### config.mk
export PLATFORM = sky130hd
export DESIGN_NAME = vga_color_mix
export DESIGN_NICKNAME = d
export VERILOG_FILES = /design/src/hdl/vga_color_mix.sv
export SDC_FILE = /design/constraint.sdc
export NUM_CORES = 1
export LEC_CHECK = 0
export ABC_AREA = 1
export BUFFER_PORTS_ARGS = -buffer_cell sky130_fd_sc_hd__buf_2
export CORE_ASPECT_RATIO = 0.6
export CORE_MARGIN = 2
export CORE_UTILIZATION = 49
export DETAILED_ROUTE_END_ITERATION = 8
export HOLD_SLACK_MARGIN = 0.06
export PLACE_DENSITY = 0.79
export SKIP_LAST_GASP = 1
export SYNTH_ARGS = -nofsm -noshare
export SYNTH_HDL_FRONTEND = slang
export SYNTH_SLANG_ARGS = --single-unit
### constraint.sdc
create_clock -name clk_vga -period 1.3 [get_ports clk_vga]
set_input_delay 0.065 -clock clk_vga [delete_from_list [all_inputs] [get_ports clk_vga]]
set_output_delay 0.065 -clock clk_vga [all_outputs]
set_load 0.05 [all_outputs]
### src/hdl/vga_color_mix.sv
// ##########################################################
// pixel expand, scanline blend and blanking
// ##########################################################

`timescale 1ns/1ps

module vga_color_mix #(
    parameter int colorw = 4
) (
    input  logic                  clk_vga,
    input  logic                  rst,
    input  logic [3*colorw-1:0]   buf0_rgb,
    input  logic [3*colorw-1:0]   buf1_rgb,
    input  logic                  rd_bank,
    input  logic                  pix_phase,
    input  logic                  blank,
    input  logic                  scanline,
    input  logic                  en_mixing,
    output logic [colorw:0]       vga_red,
    output logic [colorw:0]       vga_green,
    output logic [colorw:0]       vga_blue
);

    logic [colorw:0] mix_c [3];                 // 2 red, 1 green, 0 blue
    logic            blend;
    logic            blank_q;                   // blank one cycle back

    assign blend = scanline & en_mixing;

    for (genvar ch = 0; ch < 3; ch++) begin : g_chan
        logic [colorw-1:0] raw0;
        logic [colorw-1:0] raw1;
        logic [colorw:0]   ext0;
        logic [colorw:0]   ext1;
        logic [colorw+1:0] sum;

        assign raw0 = buf0_rgb[ch*colorw +: colorw];
        assign raw1 = buf1_rgb[ch*colorw +: colorw];

        // msb copied into the new lsb keeps full scale at full scale
        assign ext0 = {raw0, raw0[colorw-1]};
        assign ext1 = {raw1, raw1[colorw-1]};

        assign sum        = {1'b0, ext0} + {1'b0, ext1};
        assign mix_c[ch]  = blend ? sum[colorw+1:1] : (rd_bank ? ext1 : ext0);
    end

    always_ff @(posedge clk_vga or posedge rst) begin
        if (rst) begin
            blank_q   <= 1'b1;
            vga_red   <= '0;
            vga_green <= '0;
            vga_blue  <= '0;
        end else begin
            // hold off blanking while the last pixel still has its second copy
            blank_q <= blank & ~pix_phase;
            if (blank_q) begin
                vga_red   <= '0;
                vga_green <= '0;
                vga_blue  <= '0;
            end else begin
                vga_red   <= mix_c[2];
                vga_green <= mix_c[1];
                vga_blue  <= mix_c[0];
            end
        end
    end

endmodule

==> key figures <==
Yosys
  • Post-synth EDFFs: 0
  • Synthesis Warnings: 0
  • Largest family of logic cells by synthesized area: simple AND/OR/NAND/NOR gates
  • Sequential share of the synthesized area: 0.317
  • Main synth FF type: dfrtp_1
  • Count leader, synth: nand2_1
  • Post-Syn Nets: around 220
  • Synthesized instance count: around 170
  • Post-synthesis xor/xnor area fraction: 0
  • Post-Syn Area per Cell: between 7 and 8 um2
  • #FFs+latches synth: 16
  • Top cells by count, synth: nand2_1 (58), inv_1 (21), nand3_1 (18)
  • Async SR Flop Fraction: 1.00
  • Compound-cell area share of the yosys netlist: 0.110
  • Leading area contributor after synthesis: dfrtp_1
  • Synth Area in Simple Gates: 0.310
  • Mux cell area share after synthesis: 0
  • Distinct cells, synth: 17
  • Post-synthesis adder-cell area fraction: 0.166
  • Area contributors post-synth: dfrtp_1 (30%), nand2_1 (17%), ha_1 (12%)
  • Post-Syn Area: between 1000 and 1500 um2
  • Top-area cell type share of the netlist area: 0.296

Power
  • Register share of total power: 0.345
  • Max VDD drop: approximately 0.42 mV
  • Pint: ~1.0 mW
  • Final total power: about 1.7 mW
  • Power share of the combinational group: 0.392
  • Switching share of total power: 0.371
  • LEAKAGE: 0.943 nW
  • Clock share of power: 0.263
  • Power Density: ~1000 nW/um2
  • Sw Pwr: 614 uW

STA
  • Final hold vios: 0
  • TNS Setup: 0 ns
  • RSZ-0062 raised after global routing: false
  • Final Max Tran Viols: 0
  • Worst Hold Slack: 0.163 ns
  • Clock Skew: around 0.0051 ns
  • Tightest Pin Transition: slightly above 0.6 ns
  • Post-layout min period: 1.18 ns
  • Endpoints failing setup: 0
  • Fin crit share: 0.907
  • Worst setup margin: between 0.1 and 0.15 ns
  • Worst slew margin: 0.585
  • Max Fclk: roughly 850 MHz

Floorplanning
  • Core box area: 2490 um2
  • Die area: around 3000 um2
  • Die W: just under 70 um
  • Rows: 14
  • I/O Pins: 46
  • Starting density of the core: 0.509
  • Chip height: between 40 and 50 um

Placement
  • Hpwl dp: around 2300 um
  • DP Area: around 1600 um2
  • Port Buffers: 45
  • Placed cells: between 200 and 300
  • Post-place setup slack: -0.0653 ns
  • Final GP Congestion: roughly 0.88

Clocking
  • CTS tree: yes
  • # Post-CTS Setup Buffers: 0
  • # clock sinks: 16
  • Htree depth: 1
  • Root Buffer: clkbuf_8
  • Num CTS Buffers: 3
  • Worst-path clk slew: about 0.060 ns
  • Max clock buf depth: 2
  • Clk_lat worst skew: approximately 0.25 ns

Route
  • Antenna viol nets, final: 0
  • Via count: around 1300
  • DR WL/cell: between 10 and 15 um
  • Drt total wl: 2970 um
  • DRC: 0
  • Via/cell ratio: 4.94
  • DRT Pass-1 Iters: 4
  • DRT iter0 DRCs: 67

Global route
  • Initial antenna violation count: 0
  • Tot GR Track Use: 0.212
  • Global-route wire length before repair: about 5000 um
  • GRT Residual Overflow: 0
  • Vias in the first global route: around 1100
  • Largest net degree at the start of global routing: 23

Final layout
  • Register area: between 400 and 500 um2
  • Final instance area: ~1600 um2
  • Multi-input logic area: roughly 740 um2
  • Final-layout fill cell count: roughly 230
  • Layout cell share with drive strength beyond 1: 0.282
  • Post-Route Utilization: 0.658
  • Area growth syn-to-layout: 29.3%
  • Diode count: 0
  • Layout Cells excl Fill: about 260
  • # nets final: about 270

Setup path
  • Path depth of the worst reg2reg path: 3
  • CP arrival: between 1 and 1.5 ns
  • Crit-path max FO: 1
  • CP Capture Type: flip-flop
  • FF-to-FF setup slack: between 0.2 and 0.25 ns
  • Setup crit start kind: input port
  • Reg-to-Reg Start: blank_q
  • CP Capture Point: blank_q
  • Critical Path Source: pix_phase
  • Required time of the worst setup path: 1.49 ns
  • R2r endpoint: vga_red[4]
  • Critical path class: input port to flip-flop

Job
  • Max-Cap Viols: 0

Outcome
  • Outcome: finished clean

Min path
  • HP Class: input port to flip-flop
cell usage in the layout (no fill, tap or decap), types with 4 or more instances in the layout:
cell and count:
inv_1 21, nor2_1 7, buf_2 45, dfrtp_1 15
clkbuf_8 4, nand3_1 18, buf_4 6, nand2_1 58
a31oi_1 9, ha_1 12, or2_2 7, a21oi_1 8
cell families after synthesis:
group | count (synthesis)
buffers and inverters | 26
AO/OA/AOI/OAI | 23
adder cells (fa/ha/maj) | 15
AND/OR/NAND/NOR | 93
flip-flops | 16
critical path: stages:
cell and delay (ns):
dlygate4sd3_1 0.54, buf_2 0.12, nor2_1 0.09, dlygate4sd3_1 0.55
layout make-up:
cell class,instances,area share
multi-input combinational,131,0.453
sequential,16,0.245
timing repair buffer,55,0.196
inverter,21,0.0481
clock buffer,4,0.0336
tap,32,0.0244
routing by layer:
metal,wire (um),vias to the layer above,global-route usage
li1,-,671,-
met1,1570,571,0.297
met2,1240,34,0.348
met3,150,4,0.0512
met4,14,0,0.0346
met5,0,-,0
flip-flops by register name, summed over array words and instances, names as in the netlist:
| name | count |
|---|---|
| blank_q | 1 |
| vga_blue | 5 |
| vga_green | 5 |
| vga_red | 5 |
timing repair:
action | in CTS | in global routing
hold buffers | 3 | 0
gates resized for setup | 0 | 0
endpoints found under the hold margin | 16 | 0
worst min path at each step:
| stage | startpoint | to | slack [ns] | cells after the start |
|---|---|---|---|---|
| after floorplan | rst | vga_blue[0] | -0.02 | 1 |
| final | buf0_rgb[1] | vga_blue[2] | 0.16 | 5 |
| after global placement | rst | vga_green[0] | 0.15 | 2 |
| after global routing | buf0_rgb[1] | vga_blue[2] | 0.19 | 5 |
| after CTS | buf0_rgb[1] | vga_blue[2] | 0.16 | 5 |
| after detailed placement | rst | vga_green[1] | 0.17 | 2 |
power groups by stage:
| stage | Combinational (mW) | Clock (mW) | Sequential, mW |
|---|---|---|---|
| after floorplan | 0.275 | 0 | 0.760 |
| after global placement | 0.634 | 0 | 0.580 |
| after detailed placement | 0.640 | 0 | 0.581 |
| after CTS | 0.649 | 0.449 | 0.572 |
| after global routing | 0.716 | 0.472 | 0.574 |
| final | 0.648 | 0.435 | 0.571 |
Note: power is estimated with default switching activity, not from simulation.
