--- src/hdl/scan_dbl_pkg.sv ---
// ##########################################################
// scan doubler shared definitions
// ##########################################################

package scan_dbl_pkg;

    // line buffer depth, one game line
    localparam int unsigned line_aw = 8;            // 256 pixels

    // 31 kHz line timing in clk_vga cycles
    localparam int unsigned h_sync_len  = 96;       // hsync low
    localparam int unsigned h_front_len = 16;       // sync end to line start
    localparam int unsigned h_left_len  = 63;       // border before pixels
    localparam int unsigned h_right_len = 61;       // border after pixels
    localparam int unsigned h_back_len  = 48;       // line end to next sync

    // phases of one VGA line
    typedef enum logic [1:0] {
        st_sync,                                    // hsync pulse or pair wait
        st_front,
        st_line,                                    // borders and pixels
        st_back
    } line_state_t;

endpackage

--- src/hdl/line_writer.sv ---
// ##########################################################
// game line write control
// ##########################################################

`timescale 1ns/1ps

module line_writer (
    input  logic                             clk_rgb,
    input  logic                             rst,
    input  logic                             cen6,
    input  logic                             lhbl,
    output logic [scan_dbl_pkg::line_aw-1:0] wr_addr,
    output logic                             wr_en,
    output logic                             wr_bank
);

    logic last_lhbl;                            // lhbl one clk_rgb ago
    logic lhbl_fall;

    // a pixel is taken on every pixel strobe of the visible line
    assign wr_en     = lhbl & cen6;
    assign lhbl_fall = last_lhbl & ~lhbl;       // line just finished

    always_ff @(posedge clk_rgb or posedge rst) begin
        if (rst) begin
            last_lhbl <= 1'b0;
        end else begin
            last_lhbl <= lhbl;
        end
    end

    // pixel position within the line
    always_ff @(posedge clk_rgb or posedge rst) begin
        if (rst) begin
            wr_addr <= '0;
        end else if (!lhbl) begin
            wr_addr <= '0;                      // park at column 0 in hblank
        end else if (cen6) begin
            wr_addr <= wr_addr + 1'b1;
        end
    end

    // ping-pong bank, the finished line goes over to the read side
    always_ff @(posedge clk_rgb or posedge rst) begin
        if (rst) begin
            wr_bank <= 1'b0;
        end else if (lhbl_fall) begin
            wr_bank <= ~wr_bank;
        end
    end

endmodule

--- config.mk ---
export PLATFORM = sky130hd
export DESIGN_NAME = line_writer
export DESIGN_NICKNAME = d
export VERILOG_FILES = /design/src/hdl/scan_dbl_pkg.sv /design/src/hdl/line_writer.sv
export SDC_FILE = /design/constraint.sdc
export NUM_CORES = 1
export LEC_CHECK = 0
export ABC_AREA = 1
export BUFFER_PORTS_ARGS = -buffer_cell sky130_fd_sc_hd__buf_2
export CORE_MARGIN = 2
export CORE_UTILIZATION = 32
export DETAILED_ROUTE_END_ITERATION = 7
export PLACE_DENSITY = 0.56
export REMOVE_ABC_BUFFERS = 1
export SLEW_MARGIN = 5
export SYNTH_ARGS = -nofsm -noshare
export SYNTH_HDL_FRONTEND = slang
export SYNTH_SLANG_ARGS = --single-unit
--- constraint.sdc ---
create_clock -name clk_rgb -period 1.7 [get_ports clk_rgb]
set_input_delay 0.085 -clock clk_rgb [delete_from_list [all_inputs] [get_ports clk_rgb]]
set_output_delay 0.085 -clock clk_rgb [all_outputs]
set_load 0.1 [all_outputs]
==> summary.txt <==
==================================================================================
Result of the run ................................................... finished, final reports clean
Critical Path Sink Type ............................................. primary output
Warnings from Yosys .................................................            0
Maximum level of the CTS H-tree .....................................            1
Hold WS .............................................................    0.0444 ns
Max_cap viols .......................................................            0
Via count of the first global-routing pass ..........................          358
Yosys reg bits ......................................................           10
Top area cells in the synthesized netlist ........................... sky130_fd_sc_hd__dfrtp_1, sky130_fd_sc_hd__nand2_1, sky130_fd_sc_hd__a21oi_1, sky130_fd_sc_hd__inv_1, sky130_fd_sc_hd__nand3_1
Antenna violations before repair ....................................            0
Slowest library cell on the worst path .............................. sky130_fd_sc_hd__dfrtp_1
Critical Setup Path Class ...........................................   reg -> out
Resize count post-CTS ...............................................            0
Largest net degree at the start of global routing ...................           11
Post-Syn Area .......................................................    472 sq um
CTS tree ............................................................         done
Clock-pin slew on the worst setup and hold paths ....................      0.06 ns
Post-DP HPWL ........................................................       679 um
Buffer type at the clock tree root .................................. sky130_fd_sc_hd__clkbuf_4
Hold Startpoint .....................................................         lhbl
Vias per cell .......................................................         4.36
Total routing resource utilization after global routing .............        12.3%
First-pass detailed-route iteration total ...........................            5
Share of final-layout standard cells stronger than drive strength 1 .        32.4%
Num CTS Buffers .....................................................            3
Post-route minimum period ...........................................      1.28 ns
Layout-stage area growth over the synthesis result ..................        24.7%
Number of buffers and inverters on the critical path ................            1
Die height ..........................................................      42.4 um
Share of the synthesized area in the top cell type ..................        53.1%
Power density of the placed cells ................................... 1370 nW/um^2
Highest Clock Rate ..................................................      783 MHz
Top-level I/O count .................................................           14
Postcts setup bufs ..................................................            0
Reg area ............................................................    250 sq um
Worst skew pair latency .............................................      0.26 ns
Unique cell type count in the Yosys netlist .........................           17
Setup-failing EPs final .............................................            0
Number of standard-cell rows in the floorplan .......................           13
Die Span X ..........................................................      42.4 um
Critical Path Fanout Max ............................................            7
Worst R2R Path Depth ................................................            6
Number of hold violations in the final report .......................            0
Via count ...........................................................          375
CP Cell Sequence ....................................................        buf_2
Remaining design rule violation count ...............................            0
Peak supply drop ....................................................     0.875 mV
Final routed wire length divided by cell count ......................      10.5 um
Buffers added on ports ..............................................           13
Type of the tightest min-delay check ................................    in -> reg
Clk sink count ......................................................           10
Reg-to-reg critical path startpoint .................................   wr_addr[0]
Post-DRT Antenna Nets ...............................................            0
Leftover overflow at the end of global routing ......................            0
Startpoint kind of the worst setup timing path ......................         flop
Yosys top cell by area .............................................. sky130_fd_sc_hd__dfrtp_1
Initial detailed-routing violation count ............................           10
Count of cells along the worst hold path ............................            1
Die area ............................................................   1800 sq um
Reported leakage power ..............................................     0.313 nW
Flop-to-flop setup slack ............................................      0.56 ns
Required time of the worst setup path ...............................      1.62 ns
Final-stage net count ...............................................           78
Top delay family on crit path .......................................   flip-flops
Area taken by multi-input logic gates ...............................    191 sq um
Worst Path Arrival ..................................................      1.19 ns
Slowest Stage Delay on Critical Path ................................      0.47 ns
Headroom to the max-slew limit ......................................        67.8%
Placer Congestion ...................................................        0.700
Gate count after technology mapping .................................           54
Worst-case clock skew ...............................................    0.0103 ns
Wire length of the first global-routing pass ........................      1600 um
Endpoint with the worst hold slack ..................................    last_lhbl
Number of buffers on the longest clock path .........................            2
Antenna diode instance count ........................................            0
Overall routed net length ...........................................       901 um
Cts hold-fix bufs ...................................................            1
Share of the clock period used by the worst path ....................        75.1%
Power consumption ...................................................   0.000807 W
Fraction of the yosys area taken by sequential cells ................        53.1%
End of the worst register-to-register path ..........................   wr_addr[6]
Initial standard-cell utilization of the core .......................        35.4%
Area of the core ....................................................   1330 sq um
Fill cell count .....................................................          143
Worst Max-Slew Pin Slew .............................................     0.486 ns
Average instance area after synthesis ...............................   8.74 sq um
RSZ-0062 raised after global routing ................................           no
Final Slew Violations ...............................................            0
==================================================================================
==> sequential cells by signal (all words and copies together), names as in the netlist <==
signal	cells
last_lhbl	1
wr_addr	8
wr_bank	1
==> through the flow <==
stage          util [%]  worst slack, ns  setup TNS [ns]  area [sq um]  cells
2_1_floorplan         -           -0.120          -0.216           472     54
3_3_place_gp       41.7            0.616               0           556     82
3_5_place_dp       41.7            0.564               0           556     82
4_1_cts            44.1            0.414               0           588     86
5_1_grt            44.1            0.375               0           588     86
6_report           44.1            0.423               0           588     86
==> logic make-up (layout without fill, tap and decap cells) <==
kind of cell / Yosys count / in the layout / share of synthesized area (%)
AND/OR/NAND/NOR: 24 / 24 / 24.9
AO/OA/AOI/OAI: 10 / 10 / 11.1
flip-flops: 10 / 10 / 53.1
buffers and inverters: 8 / 25 / 6.37
adder cells (fa/ha/maj): 1 / 1 / 2.65
XOR/XNOR: 1 / 1 / 1.86
==> layout by cell type, fill, tap and decap left out, types with 2 or more instances in the layout <==
master	n
sky130_fd_sc_hd__inv_2	2
sky130_fd_sc_hd__inv_1	6
sky130_fd_sc_hd__nand2_1	11
sky130_fd_sc_hd__dfrtp_1	10
sky130_fd_sc_hd__clkbuf_4	3
sky130_fd_sc_hd__buf_2	13
sky130_fd_sc_hd__o21ai_1	2
sky130_fd_sc_hd__nand3_1	3
sky130_fd_sc_hd__a21oi_1	6
sky130_fd_sc_hd__nor2_2	2
sky130_fd_sc_hd__nor2_1	4
==> per-layer routing <==
metal / part of all wire, % / global-route usage, % / wire (um) / up-vias
met3: 3.4 / 6.47 / 31 / 0
met1: 51 / 18.1 / 458 / 161
met5: 0 / 0 / 0 / -
met2: 46 / 16.0 / 411 / 6
met4: 0 / 1.88 / 0 / 0
li1: - / - / - / 208
==> power breakdown <==
part | total, W | internal (W) | switching, W
registers | 0.000301 | 0.000270 | 0.0000307
logic | 0.000347 | 0.0000539 | 0.000293
clock network | 0.000159 | 0.0000814 | 0.0000774
total | 0.000807 | 0.000406 | 0.000401
==> cells in the mapped netlist, drive strengths merged <==
master / instances
nor2: 7
nand2: 12
or2: 1
o21ai: 3
a21oi: 6
xnor2: 1
a211oi: 1
inv: 8
ha: 1
dfrtp: 10
nand3: 4
==> worst max-delay path by stage <==
stage                from         end  slack (ns)  cells past startpoint
2_1_floorplan  wr_addr[0]  wr_addr[6]       -0.12                      6
5_1_grt        wr_addr[3]  wr_addr[3]        0.37                      1
6_report       wr_addr[3]  wr_addr[3]        0.42                      1
3_3_place_gp   wr_addr[1]  wr_addr[6]        0.62                      6
3_5_place_dp   wr_addr[0]  wr_addr[6]        0.56                      6
4_1_cts        wr_addr[3]  wr_addr[3]        0.41                      1
==> layout make-up <==
class | count | area share (%)
sequential | 10 | 42.6
tap | 15 | 3.19
clock buffer | 3 | 3.83
timing repair buffer | 14 | 12.8
multi-input combinational | 36 | 32.6
inverter | 8 | 5.11
==> worst reg2reg max path, stage by stage (launching register included) <==
cell                      delay, ns
sky130_fd_sc_hd__dfrtp_1       0.41
sky130_fd_sc_hd__ha_1          0.21
sky130_fd_sc_hd__nand2_1       0.07
sky130_fd_sc_hd__nor2_2        0.14
sky130_fd_sc_hd__nand3_1       0.09
sky130_fd_sc_hd__nand2_1       0.06
sky130_fd_sc_hd__nor2_1        0.04
No activity file was read; power rests on OpenSTA's default activity.
