[src/hdl/scan_dbl_pkg.sv]
// ##########################################################
// scan doubler shared definitions
// ##########################################################

package scan_dbl_pkg;

    // line buffer depth, one game line
    localparam int unsigned line_aw = 8;            // 256 pixels

    // 31 kHz line timing in clk_vga cycles
    localparam int unsigned h_sync_len  = 96;       // hsync low
    localparam int unsigned h_front_len = 16;       // sync end to line start
    localparam int unsigned h_left_len  = 63;       // border before pixels
    localparam int unsigned h_right_len = 61;       // border after pixels
    localparam int unsigned h_back_len  = 48;       // line end to next sync

    // phases of one VGA line
    typedef enum logic [1:0] {
        st_sync,                                    // hsync pulse or pair wait
        st_front,
        st_line,                                    // borders and pixels
        st_back
    } line_state_t;

endpackage

[src/hdl/vga_line_timer.sv]
// ##########################################################
// 31 kHz line and frame timing
// ##########################################################

`timescale 1ns/1ps

module vga_line_timer (
    input  logic                             clk_vga,
    input  logic                             rst,
    input  logic                             lhbl,
    input  logic                             lvbl,
    input  logic                             wr_bank,
    output logic [scan_dbl_pkg::line_aw-1:0] rd_addr,
    output logic                             rd_bank,
    output logic                             pix_phase,
    output logic                             blank,
    output logic                             scanline,
    output logic                             vga_hsync,
    output logic                             vga_vsync,
    output logic                             vga_hb,
    output logic                             vga_vb
);

    localparam logic [6:0] sync_last  = 7'(scan_dbl_pkg::h_sync_len - 1);
    localparam logic [6:0] front_last = 7'(scan_dbl_pkg::h_front_len - 1);
    localparam logic [6:0] left_last  = 7'(scan_dbl_pkg::h_left_len - 1);
    localparam logic [6:0] right_last = 7'(scan_dbl_pkg::h_right_len - 1);
    localparam logic [6:0] back_last  = 7'(scan_dbl_pkg::h_back_len - 1);

    scan_dbl_pkg::line_state_t state;
    logic [6:0] cnt;                            // phase length down counter
    logic       sync_wait;                      // first line of a pair, wait for game
    logic       in_pix;                         // pixel window of st_line
    logic       in_right;                       // right border of st_line
    logic       lhbl_s1, lhbl_s2, lhbl_d;
    logic       lvbl_s1, lvbl_s2, lvbl_d;
    logic       wr_bank_s1, wr_bank_s2;
    logic       lhbl_fall, lvbl_fall;
    logic       hs_start;                       // hsync falling edge this cycle
    logic       vsync_req;
    logic       vs_second;                      // second line of vsync

    // game levels into clk_vga
    always_ff @(posedge clk_vga or posedge rst) begin
        if (rst) begin
            lhbl_s1    <= 1'b0;
            lhbl_s2    <= 1'b0;
            lhbl_d     <= 1'b0;
            lvbl_s1    <= 1'b0;
            lvbl_s2    <= 1'b0;
            lvbl_d     <= 1'b0;
            wr_bank_s1 <= 1'b0;
            wr_bank_s2 <= 1'b0;
        end else begin
            lhbl_s1    <= lhbl;
            lhbl_s2    <= lhbl_s1;
            lhbl_d     <= lhbl_s2;                  // edge detect only
            lvbl_s1    <= lvbl;
            lvbl_s2    <= lvbl_s1;
            lvbl_d     <= lvbl_s2;
            wr_bank_s1 <= wr_bank;
            wr_bank_s2 <= wr_bank_s1;
        end
    end

    assign lhbl_fall = lhbl_d & ~lhbl_s2;
    assign lvbl_fall = lvbl_d & ~lvbl_s2;

    // second line of a pair starts its sync right after st_back,
    // the first one only once the game has finished a line
    assign hs_start = (state == scan_dbl_pkg::st_sync && sync_wait && lhbl_fall) ||
                      (state == scan_dbl_pkg::st_back && cnt == 7'd0 && scanline);

    always_ff @(posedge clk_vga or posedge rst) begin
        if (rst) begin
            state     <= scan_dbl_pkg::st_sync;
            cnt       <= sync_last;
            sync_wait <= 1'b1;
            in_pix    <= 1'b0;
            in_right  <= 1'b0;
            rd_addr   <= '0;
            pix_phase <= 1'b0;
            rd_bank   <= 1'b0;
            blank     <= 1'b1;
            scanline  <= 1'b0;
            vga_hsync <= 1'b1;
            vga_hb    <= 1'b1;
        end else begin
            if (hs_start) begin
                vga_hsync <= 1'b0;
            end
            case (state)
                scan_dbl_pkg::st_sync: begin
                    if (sync_wait) begin
                        if (lhbl_fall) begin
                            sync_wait <= 1'b0;      // pair locked to game line
                        end
                    end else if (cnt == 7'd0) begin
                        state     <= scan_dbl_pkg::st_front;
                        cnt       <= front_last;
                        vga_hsync <= 1'b1;
                        if (!scanline) begin
                            rd_bank <= ~wr_bank_s2; // bank the game just closed
                        end
                    end else begin
                        cnt <= cnt - 1'b1;
                    end
                end
                scan_dbl_pkg::st_front: begin
                    if (cnt == 7'd0) begin
                        state    <= scan_dbl_pkg::st_line;
                        cnt      <= left_last;
                        scanline <= ~scanline;
                        vga_hb   <= 1'b0;
                    end else begin
                        cnt <= cnt - 1'b1;
                    end
                end
                scan_dbl_pkg::st_line: begin
                    if (in_right) begin
                        if (cnt == 7'd0) begin
                            state    <= scan_dbl_pkg::st_back;
                            cnt      <= back_last;
                            in_right <= 1'b0;
                            vga_hb   <= 1'b1;
                        end else begin
                            cnt <= cnt - 1'b1;
                        end
                    end else if (in_pix) begin
                        if (&{rd_addr, pix_phase}) begin
                            in_pix   <= 1'b0;
                            in_right <= 1'b1;
                            cnt      <= right_last;
                        end
                        // high from the second copy of the last pixel on
                        blank <= &rd_addr;
                        {rd_addr, pix_phase} <= {rd_addr, pix_phase} + 1'b1;
                    end else if (cnt == 7'd0) begin
                        in_pix <= 1'b1;
                        blank  <= 1'b0;
                    end else begin
                        cnt <= cnt - 1'b1;
                    end
                end
                scan_dbl_pkg::st_back: begin
                    if (cnt == 7'd0) begin
                        state     <= scan_dbl_pkg::st_sync;
                        cnt       <= sync_last;
                        sync_wait <= ~scanline;
                    end else begin
                        cnt <= cnt - 1'b1;
                    end
                end
                default: state <= scan_dbl_pkg::st_sync;
            endcase
        end
    end

    // vsync spans two VGA lines, hsync edge to hsync edge
    always_ff @(posedge clk_vga or posedge rst) begin
        if (rst) begin
            vsync_req <= 1'b0;
            vs_second <= 1'b0;
            vga_vsync <= 1'b1;
            vga_vb    <= 1'b1;
        end else begin
            vga_vb <= ~lvbl_s2;
            if (hs_start) begin
                if (!vga_vsync) begin
                    vs_second <= 1'b1;
                    if (vs_second) begin
                        vga_vsync <= 1'b1;
                    end
                end else if (vsync_req) begin
                    vga_vsync <= 1'b0;
                    vs_second <= 1'b0;
                    vsync_req <= 1'b0;
                end
            end
            if (lvbl_fall) begin
                vsync_req <= 1'b1;
            end
        end
    end

endmodule

[config.mk]
export PLATFORM = sky130hd
export DESIGN_NAME = vga_line_timer
export DESIGN_NICKNAME = d
export VERILOG_FILES = /design/src/hdl/scan_dbl_pkg.sv /design/src/hdl/vga_line_timer.sv
export SDC_FILE = /design/constraint.sdc
export NUM_CORES = 1
export LEC_CHECK = 0
export BUFFER_PORTS_ARGS = -buffer_cell sky130_fd_sc_hd__clkbuf_2
export CAP_MARGIN = 0
export CORE_MARGIN = 2
export CORE_UTILIZATION = 58
export CTS_CLUSTER_DIAMETER = 60
export DETAILED_ROUTE_END_ITERATION = 7
export HOLD_SLACK_MARGIN = 0.08
export PLACE_DENSITY = 0.79
export SLEW_MARGIN = 20
export SYNTH_ARGS = -nofsm -noshare
export SYNTH_HDL_FRONTEND = slang
export SYNTH_SLANG_ARGS = --single-unit
[constraint.sdc]
create_clock -name clk_vga -period 2.3 [get_ports clk_vga]
set_clock_uncertainty 0.2 [all_clocks]
set_input_delay 0.23 -clock clk_vga [delete_from_list [all_inputs] [get_ports clk_vga]]
set_output_delay 0.23 -clock clk_vga [all_outputs]
set_load 0.005 [all_outputs]
==> summary.txt <==
Routing
  • Average vias per placed instance: 5.81
  • Number of optimization iterations in the first detailed-route pass: 4
  • Overall via count from detail_route: 1575
  • Post-route DRC violation count: 0
  • Violation count after the first detailed-routing iteration: 89
  • Per-cell routed wire length: 16.1 um
  • Final antenna-violating net count: 0
  • Post-detailed-routing wire length: 4370 um

Clocking
  • Largest buffer count on any clock path: 2
  • Worst-skew pair later-pin latency: 0.36 ns
  • Number of buffers created by CTS: 5
  • Clock transition at the register clock pins on the worst setup and hold paths after CTS: 0.12 ns
  • Clock tree from TritonCTS: done
  • Master cell of the clock root buffer: sky130_fd_sc_hd__clkbuf_4
  • CTS HTree Levels: 2
  • Clk sinks: 38

Final layout
  • Top Registers: rd_addr (8), cnt (7), state (2)
  • Number of flip-flops in the largest register: 8
  • Most flop-heavy register: rd_addr
  • Share of cells above drive strength 1: 29.3%
  • Post-layout net count: 237
  • Synth-to-Final Area Change: 17.4%
  • Core utilization of the finished layout: 70.8%
  • Design area: 2360 um2
  • Number of cells in the finished layout apart from fillers: 271
  • N_diodes: 0

Timing
  • Final period util: 97.2%
  • Max-slew violation total from the final report: 0
  • Minimum clock period: 2.24 ns
  • Setup repair after global routing missed its margin: yes
  • Slew of the pin with the lowest slew margin: 0.463 ns
  • Highest attainable clock frequency: 447 MHz
  • Final setup violation count: 0
  • Worst Hold Slack: 0.160 ns
  • Max transition margin: 69.1%
  • Final Hold Violating Endpoints: 0

Yosys
  • Cells taking the most area after synthesis: sky130_fd_sc_hd__dfrtp_1, sky130_fd_sc_hd__dfstp_2, sky130_fd_sc_hd__ha_1
  • Most used flip-flop cell after synthesis: sky130_fd_sc_hd__dfrtp_1
  • Area share of the leading cell type in the synthesized netlist: 32.4%
  • Count of flip-flops with a built-in enable after synthesis: 0
  • Synth unique cells: 49
  • Post-Syn Nets: 203
  • FF+latch count, synth: 38
  • Register area share after synthesis: 48.0%
  • Cell type contributing the most total cell area after synthesis: sky130_fd_sc_hd__dfrtp_1
  • Syn avg cell area: 10.6 um2
  • Synthesized cell area: 2010 um2
  • Share of synthesized flip-flops with an asynchronous set or reset: 100%
  • Number of instances in the synthesized netlist: 190
  • Number of warnings reported in the yosys synthesis log: 0
  • Most numerous cell types in the synthesized netlist: sky130_fd_sc_hd__dfrtp_1, sky130_fd_sc_hd__nand2_1, sky130_fd_sc_hd__a21oi_1, sky130_fd_sc_hd__dfstp_2, sky130_fd_sc_hd__nor2_1
  • Most numerous cell in the Yosys netlist: sky130_fd_sc_hd__dfrtp_1

Global routing
  • Global-route met3 utilization: 4.68%
  • Global-route wire length before repair: 7720 um
  • Global routing usage on met2: 42.0%
  • Pin count of the biggest net entering global routing: 39
  • GRT Overall Usage: 25.3%
  • Number of antenna violations at the first check in global routing: 0
  • Most Crowded Layer GR: met2
  • Met1 Track Usage GR: 32.4%
  • Via count of the first global-routing pass: 1663
  • Overflow left after global routing: 0

Setup path
  • Type of element capturing the critical path: flip-flop
  • Cells traversed along the worst timing path: inv_1 -> ha_1 -> nor2b_2 -> a21oi_2 -> o31ai_4 -> buf_4 -> a21oi_1 -> a21o_2
  • Required time at the endpoint of the critical path: 2.41 ns
  • Setup slack on the worst flop-to-flop path: 0.06 ns
  • Reg2Reg Depth: 8
  • Arr. time, crit path: 2.34 ns
  • Delay of the slowest cell on the worst path: 0.42 ns
  • Startpoint of the worst-slack reg-to-reg timing path: cnt[0]
  • Cell with the largest stage delay on the worst path: sky130_fd_sc_hd__dfstp_2
  • Terminus of the critical flop-to-flop path: cnt[3]
  • Critical Path Fanout Max: 9
  • Setup crit start kind: flip-flop
  • Worst setup path class: reg2reg

Power and ir drop
  • Internal power: 1.03 mW
  • Net switching component of the power: 0.260 mW
  • Power density relative to cell area: 545 nW/um2
  • Clock share of power: 45.3%
  • Share of power burned in combinational logic: 1.9%
  • Reg power frac: 52.9%
  • Worst voltage drop across the vdd grid: 0.490 mV
  • Sw Ratio: 20.2%
  • Power, Total: 1.29 mW
  • Lkg Pwr: 1.04 nW

Flow run
  • Number of max-cap violations: 0

Placed design
  • Placed Cells incl. Taps: 258
  • Placed inst area: 2190 um2
  • HPWL after detailed placement: 2990 um
  • I/O Buffers: 20
  • Final GP Congestion: 0.892

Die
  • Die Width: 62.9 um
  • Initial Util: 60.3%
  • Std-Cell Rows: 21
  • Die height: 62.9 um
  • Number of top-level design ports: 21
  • Core area: 3340 um2
  • Area of the die: 3950 um2

Min path
  • Hold-critical path endpoint: lhbl_s2
  • Worst min-delay path class: reg2reg
  • Instance count along the most critical hold path: 0
  • Hold Crit Start: lhbl_s1

Outcome
  • Run status: finished clean
## placed cells by master, fill, tap and decap left out, drive strengths merged, types with 3 or more instances in the layout
master and count:
a21o 3, a21oi 14, a32o 4, buf 11
clkbuf 25, dfrtp 26, dfstp 12, dlygate4sd3 4
ha 8, inv 8, mux2 4, nand2 17
nand3 7, nand4 4, nor2 11, nor2b 5
o21ai 11, o31ai 4, xnor2 9, xor2 4
## power by group through the flow
stage                     Combinational (mW)  Sequential, mW  Clock [mW]
after floorplan                       0.0104           0.691           0
after global placement                0.0187           0.692           0
after detailed placement              0.0198           0.692           0
after CTS                             0.0250           0.680       0.592
after global routing                  0.0278           0.681       0.615
final                                 0.0239           0.680       0.582
## cell families after synthesis
family                   after synthesis  synth area share, %
flip-flops                            38                 48.0
multiplexers                           6                 3.24
buffers and inverters                 16                 3.92
XOR/XNOR                              13                 5.66
AO/OA/AOI/OAI                         50                 17.5
AND/OR/NAND/NOR                       59                 16.7
adder cells (fa/ha/maj)                8                 4.98
## worst max-delay path, delay by kind of cell, from the launching register on
kind | cells | cell delay [ns]
buffers and inverters | 2 | 0.31
flip-flops | 1 | 0.42
AO/OA/AOI/OAI | 4 | 0.77
AND/OR/NAND/NOR | 1 | 0.33
adder cells (fa/ha/maj) | 1 | 0.16
## area by class of cell
type / instances / area [um2]
clock buffer: 5 / 37.5
clock inverter: 3 / 68.8
fill: 255 / 976
inverter: 8 / 30.0
multi-input combinational: 136 / 978
sequential: 38 / 966
tap: 46 / 57.6
timing repair buffer: 35 / 223
## per-layer routing
| layer | part of all wire, % | vias to the layer above | wire length, um |
|---|---|---|---|
| li1 | - | 743 | - |
| met1 | 43 | 769 | 1870 |
| met2 | 50 | 52 | 2160 |
| met3 | 5.4 | 11 | 237 |
| met4 | 2.2 | 0 | 96 |
| met5 | 0 | - | 0 |
## repair_timing
action	4_1_cts	5_1_grt
endpoints found under the hold margin	29	0
resized for setup	0	5
hold buffers	4	0
endpoints found under the setup margin	0	12
setup buffers	0	1
## metrics by stage
stage / setup TNS, ns / setup WS (ns)
2_1_floorplan: 0 / 0.289
3_3_place_gp: 0 / 0.193
3_5_place_dp: 0 / 0.0497
4_1_cts: 0 / 0.0272
5_1_grt: -0.0352 / -0.0352
6_report: 0 / 0.0648
## how the worst max path moves through the flow
stage,startpoint,endpoint,slack [ns],cells past startpoint
after global placement,cnt[0],cnt[3],0.19,8
after detailed placement,cnt[0],cnt[3],0.05,8
after floorplan,cnt[0],cnt[4],0.29,8
final,cnt[0],cnt[3],0.06,8
after CTS,cnt[0],cnt[3],0.03,8
after global routing,cnt[0],cnt[3],-0.04,8
(Power assumes the default switching activity.)
